[src/hw/videoPkg.sv]
// **********************************************************************
// Raster and video output types
// **********************************************************************

package videoPkg;

  // Active picture
  localparam int ACTIVE_W = 16;
  localparam int ACTIVE_H = 8;

  // Full frame including blanking
  localparam int TOTAL_W = 24;
  localparam int TOTAL_H = 12;

  // Sync placement
  localparam int HSYNC_START = 18;
  localparam int HSYNC_END   = 20; // Exclusive
  localparam int VSYNC_LINE  = 10;

  // Raster counter widths
  localparam int H_CNT_W = $clog2(TOTAL_W);
  localparam int V_CNT_W = $clog2(TOTAL_H);

  // One byte per active pixel
  localparam int FB_DEPTH  = ACTIVE_W * ACTIVE_H;
  localparam int FB_ADDR_W = 7;

  // Hue in the upper nibble, luminance in the lower
  typedef logic [7:0] colorByte_t;

  typedef struct packed {
    logic       de;
    logic       hsync;
    logic       vsync;
    colorByte_t color;
  } videoOut_t;

endpackage

[src/hw/colorRegPkg.sv]
// **********************************************************************
// Colour register map and types
// **********************************************************************

package colorRegPkg;

  import videoPkg::*;

  localparam int REG_ADDR_W = 4;

  // Same offsets as the original chip
  localparam logic [REG_ADDR_W-1:0] ADDR_COLPF0 = 4'd6;
  localparam logic [REG_ADDR_W-1:0] ADDR_COLPF1 = 4'd7;
  localparam logic [REG_ADDR_W-1:0] ADDR_COLPF2 = 4'd8;
  localparam logic [REG_ADDR_W-1:0] ADDR_COLBK  = 4'd10;

  typedef struct packed {
    logic [REG_ADDR_W-1:0] addr;
    logic [7:0]            data;
  } regWrite_t;

  typedef struct packed {
    colorByte_t bk;
    colorByte_t pf0;
    colorByte_t pf1;
    colorByte_t pf2;
  } colorBank_t;

  // Playfield code per pixel
  typedef logic [1:0] pfCode_t;

  localparam pfCode_t CODE_BK  = 2'd0;
  localparam pfCode_t CODE_PF0 = 2'd1;
  localparam pfCode_t CODE_PF1 = 2'd2;
  localparam pfCode_t CODE_PF2 = 2'd3;

endpackage

[src/hw/colorRegs.sv]
// **********************************************************************
// Colour register bank
// **********************************************************************

`timescale 1ns/1ps

module colorRegs
  import colorRegPkg::*;
(
  input  logic       USER_CLK,
  input  logic       rst,
  input  logic       regWe,
  input  regWrite_t  regWr,
  output colorBank_t bank
);

  logic [7:0] wrData;

  // Luminance LSB is not stored on the real chip
  assign wrData = {regWr.data[7:1], 1'b0};

  always_ff @(posedge USER_CLK or posedge rst) begin
    if (rst) begin
      bank <= '0;
    end else if (regWe) begin
      case (regWr.addr)
        ADDR_COLBK: begin
          bank.bk <= wrData;
        end
        ADDR_COLPF0: begin
          bank.pf0 <= wrData;
        end
        ADDR_COLPF1: begin
          bank.pf1 <= wrData;
        end
        ADDR_COLPF2: begin
          bank.pf2 <= wrData;
        end
        default: begin
          bank <= bank; // Unmapped address ignored
        end
      endcase
    end
  end

endmodule

[src/hw/colorResolver.sv]
// **********************************************************************
// Playfield code to colour, buffer writer
// **********************************************************************

`timescale 1ns/1ps

module colorResolver
  import videoPkg::*;
  import colorRegPkg::*;
(
  input  logic                 USER_CLK,
  input  logic                 rst,
  input  logic                 pixWe,
  input  pfCode_t              pixCode,
  input  colorBank_t           bank,
  output logic                 fbWe,
  output logic [FB_ADDR_W-1:0] fbAddr,
  output colorByte_t           fbData
);

  logic [FB_ADDR_W-1:0] wrPtr;
  colorByte_t           pixColor;

  always_comb begin
    case (pixCode)
      CODE_PF0: pixColor = bank.pf0;
      CODE_PF1: pixColor = bank.pf1;
      CODE_PF2: pixColor = bank.pf2;
      default:  pixColor = bank.bk; // CODE_BK
    endcase
  end

  // Write pointer, one step per strobe
  always_ff @(posedge USER_CLK or posedge rst) begin
    if (rst) begin
      wrPtr <= '0;
      fbWe  <= 1'b0;
    end else begin
      fbWe <= pixWe;
      if (pixWe) begin
        if (wrPtr == FB_ADDR_W'(FB_DEPTH - 1)) begin
          wrPtr <= '0;
        end else begin
          wrPtr <= wrPtr + 1'b1;
        end
      end
    end
  end

  always_ff @(posedge USER_CLK) begin
    if (pixWe) begin
      fbAddr <= wrPtr;
      fbData <= pixColor; // Bank as seen at this edge
    end
  end

endmodule

[src/hw/frameBuffer.sv]
// **********************************************************************
// Frame buffer RAM
// **********************************************************************

`timescale 1ns/1ps

module frameBuffer
  import videoPkg::*;
(
  input  logic                 USER_CLK,
  input  logic                 we,
  input  logic [FB_ADDR_W-1:0] wAddr,
  input  colorByte_t           wData,
  input  logic [FB_ADDR_W-1:0] rAddr,
  output colorByte_t           rData
);

  colorByte_t mem [FB_DEPTH];

  // Read returns old data on an address collision
  always_ff @(posedge USER_CLK) begin
    if (we) begin
      mem[wAddr] <= wData;
    end
    rData <= mem[rAddr];
  end

endmodule

[src/hw/scanOut.sv]
// **********************************************************************
// Raster timing and scan-out
// **********************************************************************

`timescale 1ns/1ps

module scanOut
  import videoPkg::*;
(
  input  logic                 USER_CLK,
  input  logic                 rst,
  output logic [FB_ADDR_W-1:0] rAddr,
  input  colorByte_t           rData,
  output videoOut_t            video
);

  logic [H_CNT_W-1:0] hCount;
  logic [V_CNT_W-1:0] vCount;
  logic               active;
  logic               hsyncNow;
  logic               vsyncNow;
  logic               deQ;
  logic               hsyncQ;
  logic               vsyncQ;

  // Raster counters
  always_ff @(posedge USER_CLK or posedge rst) begin
    if (rst) begin
      hCount <= '0;
      vCount <= '0;
    end else if (hCount == H_CNT_W'(TOTAL_W - 1)) begin
      hCount <= '0;
      if (vCount == V_CNT_W'(TOTAL_H - 1)) begin
        vCount <= '0;
      end else begin
        vCount <= vCount + 1'b1;
      end
    end else begin
      hCount <= hCount + 1'b1;
    end
  end

  assign active = (hCount < H_CNT_W'(ACTIVE_W)) && (vCount < V_CNT_W'(ACTIVE_H));

  assign hsyncNow = (hCount >= H_CNT_W'(HSYNC_START)) && (hCount < H_CNT_W'(HSYNC_END));
  assign vsyncNow = (vCount == V_CNT_W'(VSYNC_LINE));

  // Line-major pixel address
  assign rAddr = active ? FB_ADDR_W'(vCount * ACTIVE_W + hCount) : '0;

  // Flags wait one cycle for the RAM read
  always_ff @(posedge USER_CLK or posedge rst) begin
    if (rst) begin
      deQ    <= 1'b0;
      hsyncQ <= 1'b0;
      vsyncQ <= 1'b0;
    end else begin
      deQ    <= active;
      hsyncQ <= hsyncNow;
      vsyncQ <= vsyncNow;
    end
  end

  always_comb begin
    video.de    = deQ;
    video.hsync = hsyncQ;
    video.vsync = vsyncQ;
    video.color = deQ ? rData : '0; // Black in blanking
  end

endmodule

[src/hw/display.sv]
// **********************************************************************
// Playfield display top
// **********************************************************************

`timescale 1ns/1ps

module display
  import videoPkg::*;
  import colorRegPkg::*;
(
  input  logic      USER_CLK,
  input  logic      rst,
  input  logic      regWe,
  input  regWrite_t regWr,
  input  logic      pixWe,
  input  pfCode_t   pixCode,
  output videoOut_t video
);

  colorBank_t           bank;
  logic                 fbWe;
  logic [FB_ADDR_W-1:0] fbAddr;
  colorByte_t           fbData;
  logic [FB_ADDR_W-1:0] rAddr;
  colorByte_t           rData;

  colorRegs u_colorRegs (
    .USER_CLK (USER_CLK),
    .rst      (rst),
    .regWe    (regWe),
    .regWr    (regWr),
    .bank     (bank)
  );

  colorResolver u_colorResolver (
    .USER_CLK (USER_CLK),
    .rst      (rst),
    .pixWe    (pixWe),
    .pixCode  (pixCode),
    .bank     (bank),
    .fbWe     (fbWe),
    .fbAddr   (fbAddr),
    .fbData   (fbData)
  );

  frameBuffer u_frameBuffer (
    .USER_CLK (USER_CLK),
    .we       (fbWe),
    .wAddr    (fbAddr),
    .wData    (fbData),
    .rAddr    (rAddr),
    .rData    (rData)
  );

  scanOut u_scanOut (
    .USER_CLK (USER_CLK),
    .rst      (rst),
    .rAddr    (rAddr),
    .rData    (rData),
    .video    (video)
  );

endmodule

[config.mk]
export PLATFORM = sky130hd
export DESIGN_NAME = display
export DESIGN_NICKNAME = d
export VERILOG_FILES = /design/src/hw/videoPkg.sv /design/src/hw/colorRegPkg.sv /design/src/hw/colorRegs.sv /design/src/hw/colorResolver.sv /design/src/hw/frameBuffer.sv /design/src/hw/scanOut.sv /design/src/hw/display.sv
export SDC_FILE = /design/constraint.sdc
export NUM_CORES = 1
export LEC_CHECK = 0
export BUFFER_PORTS_ARGS = -buffer_cell sky130_fd_sc_hd__buf_4
export CORE_MARGIN = 1
export CORE_UTILIZATION = 45
export CTS_BUF_LIST = sky130_fd_sc_hd__clkbuf_16
export DETAILED_ROUTE_END_ITERATION = 8
export SYNTH_ARGS = -nofsm -noshare
export SYNTH_HDL_FRONTEND = slang
export SYNTH_SLANG_ARGS = --single-unit
[constraint.sdc]
create_clock -name USER_CLK -period 3.5 [get_ports USER_CLK]
set_input_delay 0.35 -clock USER_CLK [delete_from_list [all_inputs] [get_ports USER_CLK]]
set_output_delay 0.35 -clock USER_CLK [all_outputs]
set_load 0.03 [all_outputs]
==> results of run 1 <==
## timing repair
item / CTS / global route
hold buffers: 9 / 0
hold endpoints to repair: 40 / 0
endpoints found under the setup margin: 0 / 1
gates resized for setup: 0 / 1
## per-layer routing
layer  GRT usage (%)  vias to the layer above  share of wire, %
met2           38.33                     1037                48
met5               0                        -             0.013
met3           3.624                      203               7.6
met1           31.74                    11562                40
met4           8.518                        2               3.5
li1                -                     9941                 -
## Yosys cell counts, types with 5 or more instances
master,number
buf_2,61
o211ai_1,18
a221o_1,12
o32ai_1,9
clkbuf_1,78
xnor2_1,5
o21ai_0,127
ha_1,6
o2bb2ai_1,14
dfxtp_1,7
edfxtp_1,910
o22ai_1,47
a21oi_1,171
dfrtp_1,48
a22oi_1,32
a22o_1,7
and2_1,11
mux4_2,48
or3_1,11
mux2_2,96
a221oi_1,20
o221ai_1,12
nand2_1,165
a31oi_1,23
nor2b_1,24
nand4_1,18
mux2i_1,118
buf_1,13
o31ai_1,5
buf_4,10
a211o_1,6
nor3_1,27
nand3_1,42
a211oi_1,26
nor2_1,183
## worst max-delay path: cells and delay by family (launching register included)
kind,cells,cell delay (ps)
buffers and inverters,3,760
AOI/OAI and AO/OA,3,540
DFF,1,480
and+or+nand+nor,4,1200
## cell families after synthesis
group	synth area share, %
AND/OR/NAND/NOR	5.948
AO/OA/AOI/OAI	8.922
flip-flops	74.15
adder cells (fa/ha/maj)	0.1942
buffers and inverters	1.974
multiplexers	8.647
other	0.009699
XOR/XNOR	0.1586
## stage by stage
step	power, mW	cell area [sq um]	hold slack [ps]
final	24.68	44060	150.6
after global routing	25.33	44060	139.9
after CTS	24.83	44060	129.6
after detailed placement	14.88	40880	356.7
after global placement	14.81	40880	354.5
after floorplan	14.25	38660	381.4
## state kept, by name (all words and copies together) (netlist names), 4 cells and up
register                flops
u_colorResolver.wrPtr       7
u_colorResolver.fbAddr      7
u_scanOut.hCount            5
u_colorResolver.fbData      7
u_frameBuffer.rData         7
u_frameBuffer.mem         896
u_scanOut.vCount            4
u_colorRegs.bank           28
## final cells by class
type	count	area, sq um	share of cell area, %
clock buffers	98	2452	5.565
clock inverters	79	635.6	1.442
inverters	8	30.03	0.06815
multi-input cells	1341	9270	21.04
flip-flops and latches	965	28680	65.08
well taps	1144	1431	3.248
repair buffers	181	1569	3.561
## power groups by stage
stage          sequential [mW]  combinational [mW]  clock, mW
2_1_floorplan             13.9               0.363          0
3_3_place_gp              13.6                1.16          0
3_5_place_dp              13.7                1.21          0
4_1_cts                   13.4                1.22       10.2
5_1_grt                   13.5                1.29       10.6
6_report                  13.4                1.20       10.0
## worst min-delay path by stage
stage,from,to,slack (ps)
after CTS,pixCode[0],u_colorResolver.fbData[3],130
after floorplan,pixWe,u_colorResolver.fbWe,380
after detailed placement,rst,u_scanOut.hsyncQ,360
final,pixCode[1],u_colorResolver.fbData[7],150
after global placement,rst,u_scanOut.hsyncQ,350
after global routing,pixCode[1],u_colorResolver.fbData[7],140
==> results.cfg, run 1 <==
[critical_path]
worstPathRequired_ps = 4000
startpoint_type = flip-flop
path_max_fanout = 57
slowest_stage = or3b_4
reg2reg_from = u_scanOut.vCount[3]
crit_path_end_kind = flip-flop
max_stage_delay_ps = 490
path_cells = buf_4 -> or3b_4 -> buf_12 -> buf_4 -> nand2_1 -> a31oi_1 -> a22oi_1 -> a21oi_1 -> nor3_1 -> nand4_1
critPathMostFrequentCell = buf_4
critPathCapture = u_frameBuffer.rData[1]
reg2reg_to = u_frameBuffer.rData[1]
r2r_cells = 10
cp.arrival_ps = 3720
regToRegSetupSlack_ps = 280
crit_start = u_scanOut.vCount[3]
worstSetupPathType = flip-flop to flip-flop

[clock_tree]
post-cts-setup-buffer-count = 0
clk_latency_ps = 670
clockRootBuffer = clkbuf_16
cts_sinks = 965
cts-htree-levels = 3
cts_tree = built
cts_buffers = 98
clk_pin_slew_ps = 60
clk_path_buf_depth = 3

[power_and_ir_drop]
p_per_area_nw_per_um2 = 560.1
p_int_mw = 19.22
pwr-share-seq_pct = 54.4
vdd_drop_max_mv = 0.4335
leakage_nw = 14.99
clkPwrFrac_pct = 40.7
share_comb_of_total_power_pct = 4.9
power_switching_mw = 5.461
sw_frac_of_total_pct = 22.13

[grt]
antenna_found_initial = 1
grt_use_total_pct = 23.39
grt-ovfl-total = 0
grt_pass1_vias = 22851
grt_first_pass_wirelength_um = 148700
grt_start_max_net_pins = 129

[drt]
dr.first_iter.drc_count = 2413
routedWlPerCell_um = 26.48
antenna_left = 0
wirelength_um = 101000
viasPerCell = 5.960
vias = 22745
firstDrtPassIters = 6
drc = 0

[finish]
insertedDiodeCount = 0
syn2layout_area_growth_pct = 13.97
mostFrequentLayoutCell = edfxtp_1
final_cell_mix = 910 x edfxtp_1, 183 x nor2_1, 170 x a21oi_1
fillers = 6966
nets = 2619
finish.utilization_pct = 51.75
fin_cells = 3816
drive_above_1_share_pct = 17.74

[run_status]
status = finished, final reports clean

[yosys]
yosysSeqAreaShare_pct = 74.15
yosysWarnings = 0
syn_nets = 2501
syn_area_sq_um = 38660
synth_top_cell_area_share_pct = 70.68
async_reset_ff_share_pct = 4.974
syn_inst = 2477
synth-edff-count = 910
synth_seq_cells = 965
synth_area_leader_cell = edfxtp_1
synth_cell_types = 68
post_synth.cell_area_avg_sq_um = 15.61
synth_flop_cell = edfxtp_1
synth.area.top_cells = edfxtp_1 71%, dfrtp_1 3.1%, mux2i_1 3.1%

[sta]
worstMarginPinSlew_ps = 1393
fin_setup_tns_ps = 0
slew_violations = 0
hold_viol = 0
slew_headroom_pct = 6.510
rsz0062_at_grt = false
period_share_pct = 91.96
finalCriticalPeriod_ps = 3219
setup_violations = 0
fin_skew_ps = 42.59
worst_slack_ps = 281.2
max_freq_mhz = 310.7

[floorplanning]
fp.dieW_um = 295.1
core_sq_um = 85150
pin_count = 29
start_util_pct = 45.41
die-area_sq_um = 87100
die_y_um = 295.1
rows = 107

[worst_hold_path]
holdPathStages = 2
hp-class = input pin to flip-flop

[flow_run]
maxCapViolCount = 0

[placed_design]
portBuffers = 26
place_inst = 3630
dp_hpwl_um = 62160
pre_cts_ws_ps = 278.0
globalplace.congestion = 0.9036
(Power assumes the default switching activity.)
==> run 2, diff against run 1 <==
- CORE_ASPECT_RATIO: default -> 0.75
- SKIP_CTS_REPAIR_TIMING: default -> 1
==> results.cfg, run 2 (synthesis gave the netlist of run 1 again) <==
[run_status]
status = finished, final reports clean

[clock_tree]
clk_path_buf_depth = 3
cts-htree-levels = 3
cts_sinks = 965
cts_buffers = 90
cts_tree = built
clockRootBuffer = clkbuf_16
clk_pin_slew_ps = 70
clk_latency_ps = 660

[power_and_ir_drop]
vdd_drop_max_mv = 0.4273
sw_frac_of_total_pct = 21.78
p_per_area_nw_per_um2 = 558.0
power_switching_mw = 5.323
share_comb_of_total_power_pct = 4.9
pwr-share-seq_pct = 55.1
clkPwrFrac_pct = 40.0
leakage_nw = 14.83
p_int_mw = 19.12

[grt]
met1_usage_pct = 35.45
antenna_found_initial = 0
grt_use_total_pct = 23.85
grt-ovfl-total = 0
grt_start_max_net_pins = 129
busiest_layer = met1
grt_pass1_vias = 22331
grt_first_pass_wirelength_um = 151800
grtUsageMet2_pct = 33.09
met3_usage_pct = 7.539

[floorplanning]
core_sq_um = 84490
die-area_sq_um = 87110
rows = 92
fp.dieW_um = 340.5
start_util_pct = 45.76
die_y_um = 255.9
pin_count = 29

[finish]
drive_above_1_share_pct = 16.64
regMostFlops = u_frameBuffer.mem
final_cell_area_sq_um = 43800
nets = 2593
insertedDiodeCount = 0
fin_cells = 3772
largest_reg_flops = 896
mostFrequentLayoutCell = edfxtp_1
reg.largest.list = u_frameBuffer.mem x896, u_colorRegs.bank x28
syn2layout_area_growth_pct = 13.28
final_cell_mix = 910 x edfxtp_1, 183 x nor2_1, 171 x a21oi_1

[drt]
vias = 23001
drc = 0
routedWlPerCell_um = 27.71
viasPerCell = 6.098
wirelength_um = 104500
dr.first_iter.drc_count = 3481
antenna_left = 0
firstDrtPassIters = 6

[sta]
rsz0062_at_grt = false
fin_skew_ps = 20.82
slew_violations = 0
fin_setup_tns_ps = 0
worstMarginPinSlew_ps = 1042
period_share_pct = 95.92
slew_headroom_pct = 30.51
hold_viol = 0
max_freq_mhz = 297.9
setup_violations = 0
finalCriticalPeriod_ps = 3357

[worst_hold_path]
holdPathStages = 2
hold_start = pixCode[0]
min_delay_worst_endpoint = u_colorResolver.fbData[1]
hp-class = input pin to flip-flop

[critical_path]
crit_path_end_kind = flip-flop
reg2reg_from = u_scanOut.vCount[3]
worstSetupPathType = flip-flop to flip-flop
path_max_fanout = 30
startpoint_type = flip-flop
worstPathRequired_ps = 4090
cp.arrival_ps = 3950
regToRegSetupSlack_ps = 140
reg2reg_to = u_frameBuffer.rData[1]
r2r_cells = 8

[placed_design]
place_inst = 3596
dp_hpwl_um = 64910
globalplace.congestion = 0.9194
portBuffers = 26
post_dp_cell_area_sq_um = 40780

[flow_run]
maxCapViolCount = 0
-- run 2: cell count changes in the layout (fill, tap and decap cells not counted), sizes merged --
cell | before | now
clkinv | 45 | 34
buf | 172 | 154
inv | 32 | 34
bufinv | 8 | 9
clkbuf | 98 | 96
-- run 2: layout make-up --
cell class              instances  area [sq um]
clock inverters                71         528.0
flip-flops and latches        965         28680
well taps                    1128          1411
multi-input cells            1341          9266
fillers                      6886         40690
repair buffers                163          1484
inverters                       8         30.03
clock buffers                  96          2402
-- run 2: critical path, cell delays in order (launching register included) --
cell,delay [ps]
dfrtp_1,600
or2_1,340
buf_4,290
nor2_1,440
buf_4,280
nand3_1,330
o22ai_1,700
nor3_1,170
nand4_1,130
-- run 2: power by group through the flow --
stage / combinational [mW] / sequential [mW] / clock [mW]
6_report: 1.21 / 13.5 / 9.77
2_1_floorplan: 0.363 / 13.9 / 0
3_3_place_gp: 1.15 / 13.7 / 0
4_1_cts: 1.20 / 13.5 / 9.88
3_5_place_dp: 1.20 / 13.7 / 0
5_1_grt: 1.28 / 13.5 / 10.3
-- run 2: layer usage --
metal	up-vias	wire length (um)
li1	9897	-
met1	11646	44840
met2	1259	44340
met3	199	12020
met4	0	3314
met5	-	0
-- run 2: per-stage QoR --
step                total power, mW  hold WS, ps  setup WS (ps)  util (%)
floorplan                     14.25        381.4           1071         -
global placement              14.83        483.6          345.6     48.26
detailed placement            14.90        490.7          362.1     48.26
CTS                           24.54       -97.84          336.8     51.73
global route                  25.09        185.4          56.42     51.84
finish                        24.44        181.3          142.6     51.84
-- run 2: worst max path at each step --
stage               slack, ps           startpoint  cells past startpoint                endpoint
finish                    140  u_scanOut.vCount[3]                      8  u_frameBuffer.rData[1]
global route               60  u_scanOut.vCount[3]                      8  u_frameBuffer.rData[1]
CTS                       340  u_scanOut.vCount[3]                      8  u_frameBuffer.rData[5]
detailed placement        360  u_scanOut.vCount[3]                      8  u_frameBuffer.rData[5]
global placement          350  u_scanOut.vCount[3]                      8  u_frameBuffer.rData[5]
floorplan                1070  u_scanOut.hCount[4]                      8  u_frameBuffer.rData[3]
